### config.mk
export PLATFORM = sky130hd
export DESIGN_NAME = uart_top
export DESIGN_NICKNAME = d
export VERILOG_FILES = /design/src/logic/uart_pkg.sv /design/src/logic/rx_credit_buffer.sv /design/src/logic/tx_credit_buffer.sv /design/src/logic/uart_baud_gen.sv /design/src/logic/uart_rx.sv /design/src/logic/uart_top.sv /design/src/logic/uart_tx.sv
export SDC_FILE = /design/constraint.sdc
export NUM_CORES = 1
export LEC_CHECK = 0
export ABC_AREA = 0
export BUFFER_PORTS_ARGS = -buffer_cell sky130_fd_sc_hd__buf_2
export CORE_MARGIN = 4
export CORE_UTILIZATION = 30
export CTS_CLUSTER_DIAMETER = 80
export DETAILED_ROUTE_END_ITERATION = 16
export HOLD_SLACK_MARGIN = 0.03
export PLACE_DENSITY = 0.54
export SYNTH_ARGS = -nofsm -noshare
export SYNTH_HDL_FRONTEND = slang
export SYNTH_HIERARCHICAL = 1
export SYNTH_SLANG_ARGS = --single-unit
### constraint.sdc
create_clock -name clk -period 9.99 [get_ports clk]
set_clock_uncertainty 0.1 [all_clocks]
set_input_delay 1.998 -clock clk [delete_from_list [all_inputs] [get_ports clk]]
set_output_delay 1.998 -clock clk [all_outputs]
set_load 0.01 [all_outputs]
### src/logic/uart_pkg.sv
// UART subsystem constants
package uart_pkg;

  // ******************************************************************
  // Rates and baud divider
  // ******************************************************************

  // System clock and serial line rate
  localparam int CLOCK_RATE = 50_000_000;
  localparam int BAUD_RATE  = 781_250;

  // 16x oversampling rate
  localparam int OVERSAMPLE_RATE = BAUD_RATE * 16;

  // Clocks per 16x enable, rounded to nearest, must be 2 or more
  localparam int DIVIDER = (CLOCK_RATE + OVERSAMPLE_RATE / 2) / OVERSAMPLE_RATE;
  localparam int CNT_WID = $clog2(DIVIDER);

  // Clocks per serial bit
  localparam int BIT_CLKS = 16 * DIVIDER;

  // ******************************************************************
  // Buffers and credits
  // ******************************************************************

  // Depths are powers of two so the pointers wrap on their own
  localparam int TX_DEPTH   = 4;
  localparam int RX_DEPTH   = 4;
  localparam int TX_PTR_WID = $clog2(TX_DEPTH);
  localparam int RX_PTR_WID = $clog2(RX_DEPTH);

  // Spare bits let the host grant receive credits well ahead of data
  localparam int MAX_DEPTH  = (TX_DEPTH > RX_DEPTH) ? TX_DEPTH : RX_DEPTH;
  localparam int CREDIT_WID = $clog2(MAX_DEPTH + 1) + 2;

  // ******************************************************************
  // Serial FSM encodings, shared by transmitter and receiver
  // ******************************************************************
  localparam logic [1:0] ST_IDLE  = 2'd0;
  localparam logic [1:0] ST_START = 2'd1;
  localparam logic [1:0] ST_DATA  = 2'd2;
  localparam logic [1:0] ST_STOP  = 2'd3;

  // Last tick of a bit, and the mid-start sample
  localparam logic [3:0] TICK_LAST = 4'd15;
  localparam logic [3:0] TICK_HALF = 4'd7;

endpackage

### src/logic/rx_credit_buffer.sv
// Receive credit buffer
`timescale 1ns/10ps

module rx_credit_buffer
  import uart_pkg::*;
(
  input  logic       clk,
  input  logic       rst,
  input  logic       rx_strobe,
  input  logic [7:0] rx_byte,
  input  logic       rx_credit,
  output logic       rx_valid,
  output logic [7:0] rx_data,
  output logic       rx_overrun
);

  // Storage, pointers and counters
  logic [7:0]            mem [RX_DEPTH];
  logic [RX_PTR_WID-1:0] wr_ptr;
  logic [RX_PTR_WID-1:0] rd_ptr;
  logic [CREDIT_WID-1:0] count;
  logic [CREDIT_WID-1:0] credits;
  logic                  full;
  logic                  push;
  // Byte handed to the host this cycle
  logic                  present;

  assign full    = (count == CREDIT_WID'(RX_DEPTH));
  assign push    = rx_strobe && !full;
  // A grant arriving this cycle can be spent at once
  assign present = (count != '0) && ((credits != '0) || rx_credit);

  // ******************************************************************
  // Pointers, occupancy and credit count
  // ******************************************************************
  always_ff @(posedge clk)
  begin
    if (rst)
    begin
      wr_ptr     <= '0;
      rd_ptr     <= '0;
      count      <= '0;
      credits    <= '0;
      rx_valid   <= 1'b0;
      rx_overrun <= 1'b0;
    end
    else
    begin
      rx_valid   <= present;
      // Arrival while full drops the byte
      rx_overrun <= rx_strobe && full;
      if (push)
      begin
        wr_ptr <= wr_ptr + 1'b1;
      end
      if (present)
      begin
        rd_ptr <= rd_ptr + 1'b1;
      end
      count <= count + CREDIT_WID'(push) - CREDIT_WID'(present);
      // Grant adds, presentation spends
      case ({rx_credit, present})
        2'b10:   credits <= credits + 1'b1;
        2'b01:   credits <= credits - 1'b1;
        default: credits <= credits;
      endcase
    end
  end

  // Byte storage and output data
  always_ff @(posedge clk)
  begin
    if (push)
    begin
      mem[wr_ptr] <= rx_byte;
    end
    if (present)
    begin
      rx_data <= mem[rd_ptr];
    end
  end

  // Every presented byte was backed by a credit
  a_valid_credit : assert property (@(posedge clk) disable iff (rst)
    rx_valid |-> ($past(credits) != '0) || $past(rx_credit))
    else $error("rx_valid without a receive credit");

endmodule

### src/logic/tx_credit_buffer.sv
// Transmit credit buffer
`timescale 1ns/10ps

module tx_credit_buffer
  import uart_pkg::*;
(
  input  logic       clk,
  input  logic       rst,
  input  logic       tx_push,
  input  logic [7:0] tx_data,
  input  logic       tx_take,
  output logic       tx_avail,
  output logic [7:0] tx_byte,
  output logic       tx_credit
);

  // Storage and pointers
  logic [7:0]            mem [TX_DEPTH];
  logic [TX_PTR_WID-1:0] wr_ptr;
  logic [TX_PTR_WID-1:0] rd_ptr;
  logic [CREDIT_WID-1:0] count;
  // Qualified push and pop
  logic                  push;
  logic                  pop;
  logic                  full;

  assign full     = (count == CREDIT_WID'(TX_DEPTH));
  assign push     = tx_push && !full;
  assign pop      = tx_take && tx_avail;
  assign tx_avail = (count != '0);
  assign tx_byte  = mem[rd_ptr];

  // Each byte leaving the buffer returns one credit to the host
  assign tx_credit = pop;

  // ******************************************************************
  // Pointers and occupancy
  // ******************************************************************
  always_ff @(posedge clk)
  begin
    if (rst)
    begin
      wr_ptr <= '0;
      rd_ptr <= '0;
      count  <= '0;
    end
    else
    begin
      if (push)
      begin
        wr_ptr <= wr_ptr + 1'b1;
      end
      if (pop)
      begin
        rd_ptr <= rd_ptr + 1'b1;
      end
      count <= count + CREDIT_WID'(push) - CREDIT_WID'(pop);
    end
  end

  // Byte storage
  always_ff @(posedge clk)
  begin
    if (push)
    begin
      mem[wr_ptr] <= tx_data;
    end
  end

  // Host pushed without a credit
  a_no_push_full : assert property (@(posedge clk) disable iff (rst)
    tx_push |-> !full)
    else $error("tx_push while transmit buffer full");

endmodule

### src/logic/uart_baud_gen.sv
// 16x baud enable generator
`timescale 1ns/10ps

module uart_baud_gen
  import uart_pkg::*;
(
  input  logic clk,
  input  logic rst,
  output logic baud_x16_en
);

  // Divider state
  logic [CNT_WID-1:0] count;
  logic [CNT_WID-1:0] count_m_1;

  // Next count value
  assign count_m_1 = count - 1'b1;

  // ******************************************************************
  // Down-counter with registered enable
  // ******************************************************************
  always_ff @(posedge clk)
  begin
    if (rst)
    begin
      count       <= CNT_WID'(DIVIDER - 1);
      baud_x16_en <= 1'b0;
    end
    else
    begin
      // Enable lands in the cycle the count reaches zero
      baud_x16_en <= (count_m_1 == '0);
      // Reload at DIVIDER minus one after zero
      if (count == '0)
      begin
        count <= CNT_WID'(DIVIDER - 1);
      end
      else
      begin
        count <= count_m_1;
      end
    end
  end

  // Enable is a single-cycle pulse
  a_en_single : assert property (@(posedge clk) disable iff (rst)
    baud_x16_en |=> !baud_x16_en)
    else $error("baud_x16_en high in two consecutive cycles");

endmodule

### src/logic/uart_rx.sv
// UART oversampling receiver
`timescale 1ns/10ps

module uart_rx
  import uart_pkg::*;
(
  input  logic       clk,
  input  logic       rst,
  input  logic       baud_x16_en,
  input  logic       rxd,
  output logic       rx_strobe,
  output logic [7:0] rx_byte,
  output logic       rx_frame_err
);

  // Two-flop synchronizer
  logic       rxd_meta;
  logic       rxd_sync;
  // FSM state and counters
  logic [1:0] state;
  logic [3:0] tick_cnt;
  logic [2:0] bit_idx;
  // Assembled byte
  logic [7:0] shift_reg;
  // Mid-bit data sample
  logic       data_sample;

  assign data_sample = baud_x16_en && (tick_cnt == TICK_LAST) && (state == ST_DATA);

  // Byte is stable through the stop bit
  assign rx_byte = shift_reg;

  // ******************************************************************
  // Input synchronizer
  // ******************************************************************
  always_ff @(posedge clk)
  begin
    if (rst)
    begin
      rxd_meta <= 1'b1;
      rxd_sync <= 1'b1;
    end
    else
    begin
      rxd_meta <= rxd;
      rxd_sync <= rxd_meta;
    end
  end

  // ******************************************************************
  // Frame FSM
  // ******************************************************************
  always_ff @(posedge clk)
  begin
    if (rst)
    begin
      state        <= ST_IDLE;
      tick_cnt     <= '0;
      bit_idx      <= '0;
      rx_strobe    <= 1'b0;
      rx_frame_err <= 1'b0;
    end
    else
    begin
      // Status outputs are single-cycle pulses
      rx_strobe    <= 1'b0;
      rx_frame_err <= 1'b0;
      if (baud_x16_en)
      begin
        case (state)
          ST_IDLE:
          begin
            // Low level starts the half-bit count
            if (!rxd_sync)
            begin
              state    <= ST_START;
              tick_cnt <= '0;
            end
          end
          ST_START:
          begin
            if (tick_cnt == TICK_HALF)
            begin
              tick_cnt <= '0;
              bit_idx  <= '0;
              // Glitch if high again at mid start bit
              state    <= rxd_sync ? ST_IDLE : ST_DATA;
            end
            else
            begin
              tick_cnt <= tick_cnt + 1'b1;
            end
          end
          ST_DATA:
          begin
            if (tick_cnt == TICK_LAST)
            begin
              tick_cnt <= '0;
              if (bit_idx == 3'd7)
              begin
                state <= ST_STOP;
              end
              else
              begin
                bit_idx <= bit_idx + 1'b1;
              end
            end
            else
            begin
              tick_cnt <= tick_cnt + 1'b1;
            end
          end
          ST_STOP:
          begin
            if (tick_cnt == TICK_LAST)
            begin
              // Mid stop bit decides the outcome
              state        <= ST_IDLE;
              tick_cnt     <= '0;
              rx_strobe    <= rxd_sync;
              rx_frame_err <= !rxd_sync;
            end
            else
            begin
              tick_cnt <= tick_cnt + 1'b1;
            end
          end
          default:
          begin
            state <= ST_IDLE;
          end
        endcase
      end
    end
  end

  // Data shifts in LSB first
  always_ff @(posedge clk)
  begin
    if (data_sample)
    begin
      shift_reg <= {rxd_sync, shift_reg[7:1]};
    end
  end

  a_status_excl : assert property (@(posedge clk) disable iff (rst)
    !(rx_strobe && rx_frame_err))
    else $error("rx_strobe and rx_frame_err high together");

endmodule

### src/logic/uart_top.sv
// UART subsystem top level
`timescale 1ns/10ps

module uart_top (
  input  logic       clk,
  input  logic       rst,
  // Host transmit side
  input  logic       tx_push,
  input  logic [7:0] tx_data,
  output logic       tx_credit,
  // Host receive side
  input  logic       rx_credit,
  output logic       rx_valid,
  output logic [7:0] rx_data,
  output logic       rx_overrun,
  output logic       rx_frame_err,
  // Serial line
  output logic       txd,
  input  logic       rxd
);

  // Shared 16x enable
  logic       baud_x16_en;
  // Buffer to serializer
  logic       tx_avail;
  logic [7:0] tx_byte;
  logic       tx_take;
  // Receiver to buffer
  logic       rx_strobe;
  logic [7:0] rx_byte;

  // ******************************************************************
  // Baud generator
  // ******************************************************************
  uart_baud_gen u_baud_gen (
    .clk         (clk),
    .rst         (rst),
    .baud_x16_en (baud_x16_en)
  );

  // ******************************************************************
  // Transmit path
  // ******************************************************************
  tx_credit_buffer u_tx_buf (
    .clk       (clk),
    .rst       (rst),
    .tx_push   (tx_push),
    .tx_data   (tx_data),
    .tx_take   (tx_take),
    .tx_avail  (tx_avail),
    .tx_byte   (tx_byte),
    .tx_credit (tx_credit)
  );

  uart_tx u_tx (
    .clk         (clk),
    .rst         (rst),
    .baud_x16_en (baud_x16_en),
    .tx_avail    (tx_avail),
    .tx_byte     (tx_byte),
    .tx_take     (tx_take),
    .txd         (txd)
  );

  // ******************************************************************
  // Receive path
  // ******************************************************************
  uart_rx u_rx (
    .clk          (clk),
    .rst          (rst),
    .baud_x16_en  (baud_x16_en),
    .rxd          (rxd),
    .rx_strobe    (rx_strobe),
    .rx_byte      (rx_byte),
    .rx_frame_err (rx_frame_err)
  );

  rx_credit_buffer u_rx_buf (
    .clk        (clk),
    .rst        (rst),
    .rx_strobe  (rx_strobe),
    .rx_byte    (rx_byte),
    .rx_credit  (rx_credit),
    .rx_valid   (rx_valid),
    .rx_data    (rx_data),
    .rx_overrun (rx_overrun)
  );

endmodule

### src/logic/uart_tx.sv
// UART 8N1 serializer
`timescale 1ns/10ps

module uart_tx
  import uart_pkg::*;
(
  input  logic       clk,
  input  logic       rst,
  input  logic       baud_x16_en,
  input  logic       tx_avail,
  input  logic [7:0] tx_byte,
  output logic       tx_take,
  output logic       txd
);

  // FSM state and counters
  logic [1:0] state;
  logic [3:0] tick_cnt;
  logic [2:0] bit_idx;
  // Byte being sent, shifted LSB first
  logic [7:0] shift_reg;
  // Last tick of the current bit
  logic       bit_end;

  assign bit_end = baud_x16_en && (tick_cnt == TICK_LAST);

  // Take a byte when idle, or at the end of a stop bit for back-to-back frames
  assign tx_take = tx_avail && baud_x16_en &&
                   ((state == ST_IDLE) || ((state == ST_STOP) && (tick_cnt == TICK_LAST)));

  // ******************************************************************
  // Frame FSM and line driver
  // ******************************************************************
  always_ff @(posedge clk)
  begin
    if (rst)
    begin
      state    <= ST_IDLE;
      tick_cnt <= '0;
      bit_idx  <= '0;
      txd      <= 1'b1;
    end
    else if (tx_take)
    begin
      // Start bit begins on the next cycle
      state    <= ST_START;
      tick_cnt <= '0;
      txd      <= 1'b0;
    end
    else if (baud_x16_en)
    begin
      case (state)
        ST_START:
        begin
          if (bit_end)
          begin
            state    <= ST_DATA;
            tick_cnt <= '0;
            bit_idx  <= '0;
            txd      <= shift_reg[0];
          end
          else
          begin
            tick_cnt <= tick_cnt + 1'b1;
          end
        end
        ST_DATA:
        begin
          if (bit_end)
          begin
            tick_cnt <= '0;
            if (bit_idx == 3'd7)
            begin
              // Stop bit
              state <= ST_STOP;
              txd   <= 1'b1;
            end
            else
            begin
              // Next bit comes from position 1, before the shift lands
              bit_idx <= bit_idx + 1'b1;
              txd     <= shift_reg[1];
            end
          end
          else
          begin
            tick_cnt <= tick_cnt + 1'b1;
          end
        end
        ST_STOP:
        begin
          // No byte waiting at the end of the stop bit
          if (bit_end)
          begin
            state <= ST_IDLE;
          end
          else
          begin
            tick_cnt <= tick_cnt + 1'b1;
          end
        end
        default:
        begin
          state <= ST_IDLE;
        end
      endcase
    end
  end

  // Shift register, loaded on take
  always_ff @(posedge clk)
  begin
    if (tx_take)
    begin
      shift_reg <= tx_byte;
    end
    else if (bit_end && (state == ST_DATA))
    begin
      shift_reg <= {1'b0, shift_reg[7:1]};
    end
  end

  // Line idles high
  a_idle_high : assert property (@(posedge clk) disable iff (rst)
    (state == ST_IDLE) |-> txd)
    else $error("txd low while transmitter idle");

endmodule

---- After elaboration in Yosys (flattened, before gate mapping) ----
Memories as Yosys holds them, arrays and structs flattened. A register that Yosys moved wholly into a read port is not among the register bits.
Index checks and enable logic that the tools add are counted.
storage, ports and cells
  flip-flop bits (word level) ............. 67
  memories ................................ 2
  bits in read-only memories .............. 0
  bits in latches ......................... 0
  bits in writable memories ............... 64
  output and inout port bits .............. 13
  input port bits ......................... 13
  logic and storage cells ................. 165
memory list
  memory        depth  width  rd ports  clocked after memory_dff  wr ports  line                    RTL
  u_rx_buf.mem  4      8      1         1                         1         rx_credit_buffer.sv:18  logic [7:0] mem [RX_DEPTH];
  u_tx_buf.mem  4      8      1         1                         1         tx_credit_buffer.sv:18  logic [7:0] mem [TX_DEPTH];
cells by class
  $mul .................................... 0
  shift operators ......................... 0
  muxes and demuxes ....................... 44
  reduce and logical (&&, ||, !) cells .... 44
  magnitude comparators ................... 0
  divide/modulo/power cells ............... 0
  $add $sub $neg .......................... 15
  bitwise logic cells ..................... 4
  equal/unequal tests ..................... 31
operator list
  operator             count
  $mux 2               12
  $mux 4               5
  $mux 3               6
  $mux 8               2
  $reduce_and 5->1     3
  $reduce_bool 5->1    3
  $ne 2x1->1 const B   7
  $logic_and 1x1->1    12
  $ne 3x2->1 const B   4
  $pmux 3 s2           2
  $pmux 4 s3           1
  $reduce_and 6->1     2
  $reduce_bool 2->1    6
  $mux 1               11
  $add 5x1->5          2
  $eq 2x2->1 const B   5
  $eq 5x3->1 const B   2
  $ne 2x2->1 const B   5
  $pmux 5 s2           1
  $sub 5x1->5          2
  $add 2x1->2 const B  4
  $add 4x1->4 const B  2
  $eq 4x4->1 const B   2
  $logic_not 2->1      4
  other kinds (20)     33

---- Longest topological paths before layout ----
  depth after elaboration ................. 7
  depth in mapped cells ................... 15
  depth with buffers taken out ............ 13

---- By module ----
The synthesis kept the hierarchy.
modules (own cells, without submodules)
  module            cells each  sequential area each (um^2)  times used  area an instance (um^2)
  rx_credit_buffer  157         1521.5                       1           2386.0
  tx_credit_buffer  115         1181.1                       1           1835.5
  uart_tx           93          440.4                        1           964.7
  uart_rx           77          500.5                        1           907.1
  uart_baud_gen     10          60.1                         1           116.4

---- Worst setup path after synthesis ----
OpenSTA, ideal clock, no wires.
  kind .................................... input port to flip-flop
  from .................................... input port tx_push
  to ...................................... register u_tx_buf.count[4]
  setup slack ............................. 5999 ps
  cell stages on the path ................. 10
  data required time ...................... 9816 ps
  data arrival time ....................... 3816 ps
  cells stage by stage .................... a21boi_2 -> inv_1 -> ha_1 -> inv_1 -> ha_1 -> inv_1 -> fa_1 -> or2b_1 -> a2111o_1 -> o21ai_0
on the way
  longest elaborated chain between the ends .. 3
ends and longest elaborated chain
  element                 line                    RTL
  start: declaration      uart_top.sv:8           input logic tx_push,
  $logic_and 1x1->1       tx_credit_buffer.sv:28  assign push = tx_push && !full;
  $add 5x1->5             tx_credit_buffer.sv:57  count <= count + CREDIT_WID'(push) - CREDIT_WID'(pop);
  $sub 5x1->5             tx_credit_buffer.sv:57
  end signal: assignment  tx_credit_buffer.sv:57
  end: declaration        tx_credit_buffer.sv:21  logic [CREDIT_WID-1:0] count;
Every way passes these cells.
A chain may end at the register's enable or synchronous reset.

---- Worst setup path after layout ----
  from .................................... register u_tx.state[0]
  to ...................................... output port tx_credit
on the way
  longest elaborated chain between the ends .. 5
ends and longest elaborated chain
  element                   line                    RTL
  start: declaration        uart_tx.sv:17           logic [1:0] state;
  start signal: assignment  uart_tx.sv:38           state <= ST_IDLE;
  start signal: assignment  uart_tx.sv:46           state <= ST_START;
  start signal: assignment  uart_tx.sv:57           state <= ST_DATA;
  $eq 2x2->1                uart_tx.sv:29           ((state == ST_IDLE) || ((state == ST_STOP) && (tick_cnt == TICK_LAST)));
  $logic_and 1x1->1         uart_tx.sv:29
  $logic_or 1x1->1 (*)      uart_tx.sv:29
  $logic_and 1x1->1 (*)     uart_tx.sv:28           assign tx_take = tx_avail && baud_x16_en &&
  via tx_take               uart_top.sv:27          logic tx_take;
  $logic_and 1x1->1 (*)     tx_credit_buffer.sv:29  assign pop = tx_take && tx_avail;
  end: declaration          uart_top.sv:10          output logic tx_credit,
The timed path passes the listed nets; every way through them passes the cells marked *.

==> metrics.csv <==
metric,value,unit
status,finished clean,
p_leak,2.59,nW
post_cts_buffers,0,
rsz0062_at_grt,no,
final_common_cell,edfxtp_1,
drive_gt1_share,20.8,%
synth_cells,452,
ctsResizeCount,0,
fillCellCount,1973,
critPathTopFamily,compound AO/OA/AOI/OAI gates,
ys_warn_count,6,
cts_tree,built,
syn_area,0.00621,sq mm
finalCritPeriodShare,45.3,%
power.density,242,mW/mm^2
synth.ff_latch_count,141,
hold_viol,0,
ys_async_sr_fraction,0,%
synth.distinct_cells,64,
setup_violations,0,
tritoncts.num_buffers,17,
nets,530,
chipHeight,152,microns
synthToLayoutAreaGrowth,14.8,%
grt_usage,9.15,%
gp_congestion,0.737,
start_util,30.6,%
drt-pass1-iter-count,4,
hold_class,reg2reg,
power_frac_comb,21.8,%
clkLatencyLatePin,0.42,ns
syn_nets,500,
fin_hold_ws,0.366,ns
cts.sinks,141,
layout_setup_ws,5.46,ns
wl,10.2,mm
vdd_drop_max,0.104,mV
dr_total_vias,3481,
grt_pass1_wl,17.0,mm
hpwlAfterDp,6.80,mm
utilization,35.1,%
diodes,0,
dp_cells,733,
final_cells,765,
worstSetupPathType,reg2out,
die_area,0.0231,sq mm
cp_slowest_stage_delay,0.56,ns
cp.arrival,2.43,ns
drc,0,
top_regs,"u_rx_buf/mem (32), u_tx_buf/mem (32)",
root_buffer,clkbuf_16,
cts.htree.levels,4,
io_pins,26,
rows,52,
clkPwrFrac,34.6,%
p_sw_share,29.2,%
setup_tns,0,ns
synth_top_area_cell,edfxtp_1,
viasPerCell,4.55,
seq_area_frac_synth,59.6,%
synth-edff-count,88,
synthTopCellsByArea,"edfxtp_1 (43%), dfxtp_1 (17%), ha_1 (6.6%)",
cts_hold_buf,0,
maxCapViolCount,0,
yosysTopAreaCellShare,42.6,%
period_needed,4.53,ns
wl_per_cell,13.3,microns
drv_slew,0,
final_cell_mix,"edfxtp_1 (88), dfxtp_1 (53), nor2_1 (34), ha_1 (33), inv_1 (27)",
grt_max_degree,56,
clk_pin_slew,0.06,ns
syn_avg_cell_area,13.7,sq um
start_kind,flop,
cp_max_fo,20,
cp_num_buf_inv,1,
core_region_area,0.0203,sq mm
antenna_found_initial,0,
grt_remaining_overflow,0,
cts.path.max_buffers,2,
dpl_worst_slack,5.66,ns
antenna_left,0,
worst_slew_pin_slew,0.994,ns
cp.required,7.89,ns
timing.fmax,221,MHz
slowest_stage,o211a_1,
drtIter0Drc,142,
max_slew_margin,33.8,%
seqPwrFrac,43.6,%
cp-end-kind,primary output,
power.net_switching,0.000503,W
p_int,0.00122,W
grt_pass1_vias,3539,
die_w,152,microns
port_buffers,25,
cp_cell_sequence,ha_1 > and4_4 > o211a_1 > a21boi_2 > buf_2,
synthFlopType,edfxtp_1,
-- kinds of logic (layout without fill, tap and decap cells) --
family	Yosys count	in the layout	share of synthesized area (%)
adders and majority gates	35	35	7.29
muxes	34	34	8.93
DFF	141	141	59.6
AOI/OAI and AO/OA	62	62	7.13
xor gates and xnor gates	17	17	2.40
and+or+nand+nor	121	121	11.1
buffers and inverters	42	85	3.47
-- per-layer routing --
metal	track usage (%)	wire length [microns]
met4	3.81	172
met5	0	0
met3	3.47	456
met1	10.8	4610
met2	15.0	4960
-- path summary, 6_finish.rpt --
path / start / end / slack, ns / cells past startpoint
max reg2reg: u_tx/state[0] / u_tx_buf/count[4] / 6.39 / 12
max: u_tx/state[0] / tx_credit / 5.46 / 5
min reg2reg: u_rx/rxd_sync / u_rx/rx_byte[7] / 0.37 / 0
min: u_rx/rxd_sync / u_rx/rx_byte[7] / 0.37 / 0
-- through the flow --
stage / total power, W / instance area [sq um]
after floorplan: 0.00105 / 6210
after global placement: 0.00113 / 6570
after detailed placement: 0.00114 / 6570
after CTS: 0.00175 / 7130
after global routing: 0.00183 / 7130
final: 0.00172 / 7130
-- layout make-up --
type	instances	area (sq um)	area share, %
Clock buffer	17	425	5.97
Clock inverter	15	139	1.95
Inverter	27	101	1.42
Multi-Input combinational cell	269	2290	32.1
Sequential cell	141	3700	51.9
Tap cell	270	338	4.74
Timing Repair Buffer	26	133	1.86
-- worst register-to-register path: cells and delay by family, from the launching register on --
family | cells | cell delay [ns]
AND/OR/NAND/NOR | 2 | 0.53
buffers and inverters | 2 | 0.10
flip-flops | 1 | 0.40
AO/OA/AOI/OAI | 4 | 1.33
adder cells (fa/ha/maj) | 4 | 1.07
-- cells in the mapped netlist, drive strengths merged, types with 3 or more instances --
cell type,number
a211oi,3
and3,6
nor3,9
o21ai,13
xnor2,10
nor4,4
nand2,18
and2,8
nand3,6
mux4,16
a21oi,23
nor2,34
inv,27
nor3b,5
nor2b,9
dfxtp,53
a31oi,4
nand2b,5
edfxtp,88
buf,10
ha,33
mux2i,7
clkbuf,4
or2,4
or3,4
a31o,3
xor2,7
mux2,11
-- power by group through the flow --
stage | clock network, W | logic [W] | registers, W
global placement | 0 | 0.000364 | 0.000764
global route | 0.000643 | 0.000421 | 0.000762
detailed placement | 0 | 0.000373 | 0.000766
finish | 0.000596 | 0.000376 | 0.000751
floorplan | 0 | 0.000304 | 0.000749
CTS | 0.000616 | 0.000379 | 0.000753
Note: power is estimated with default switching activity, not from simulation.
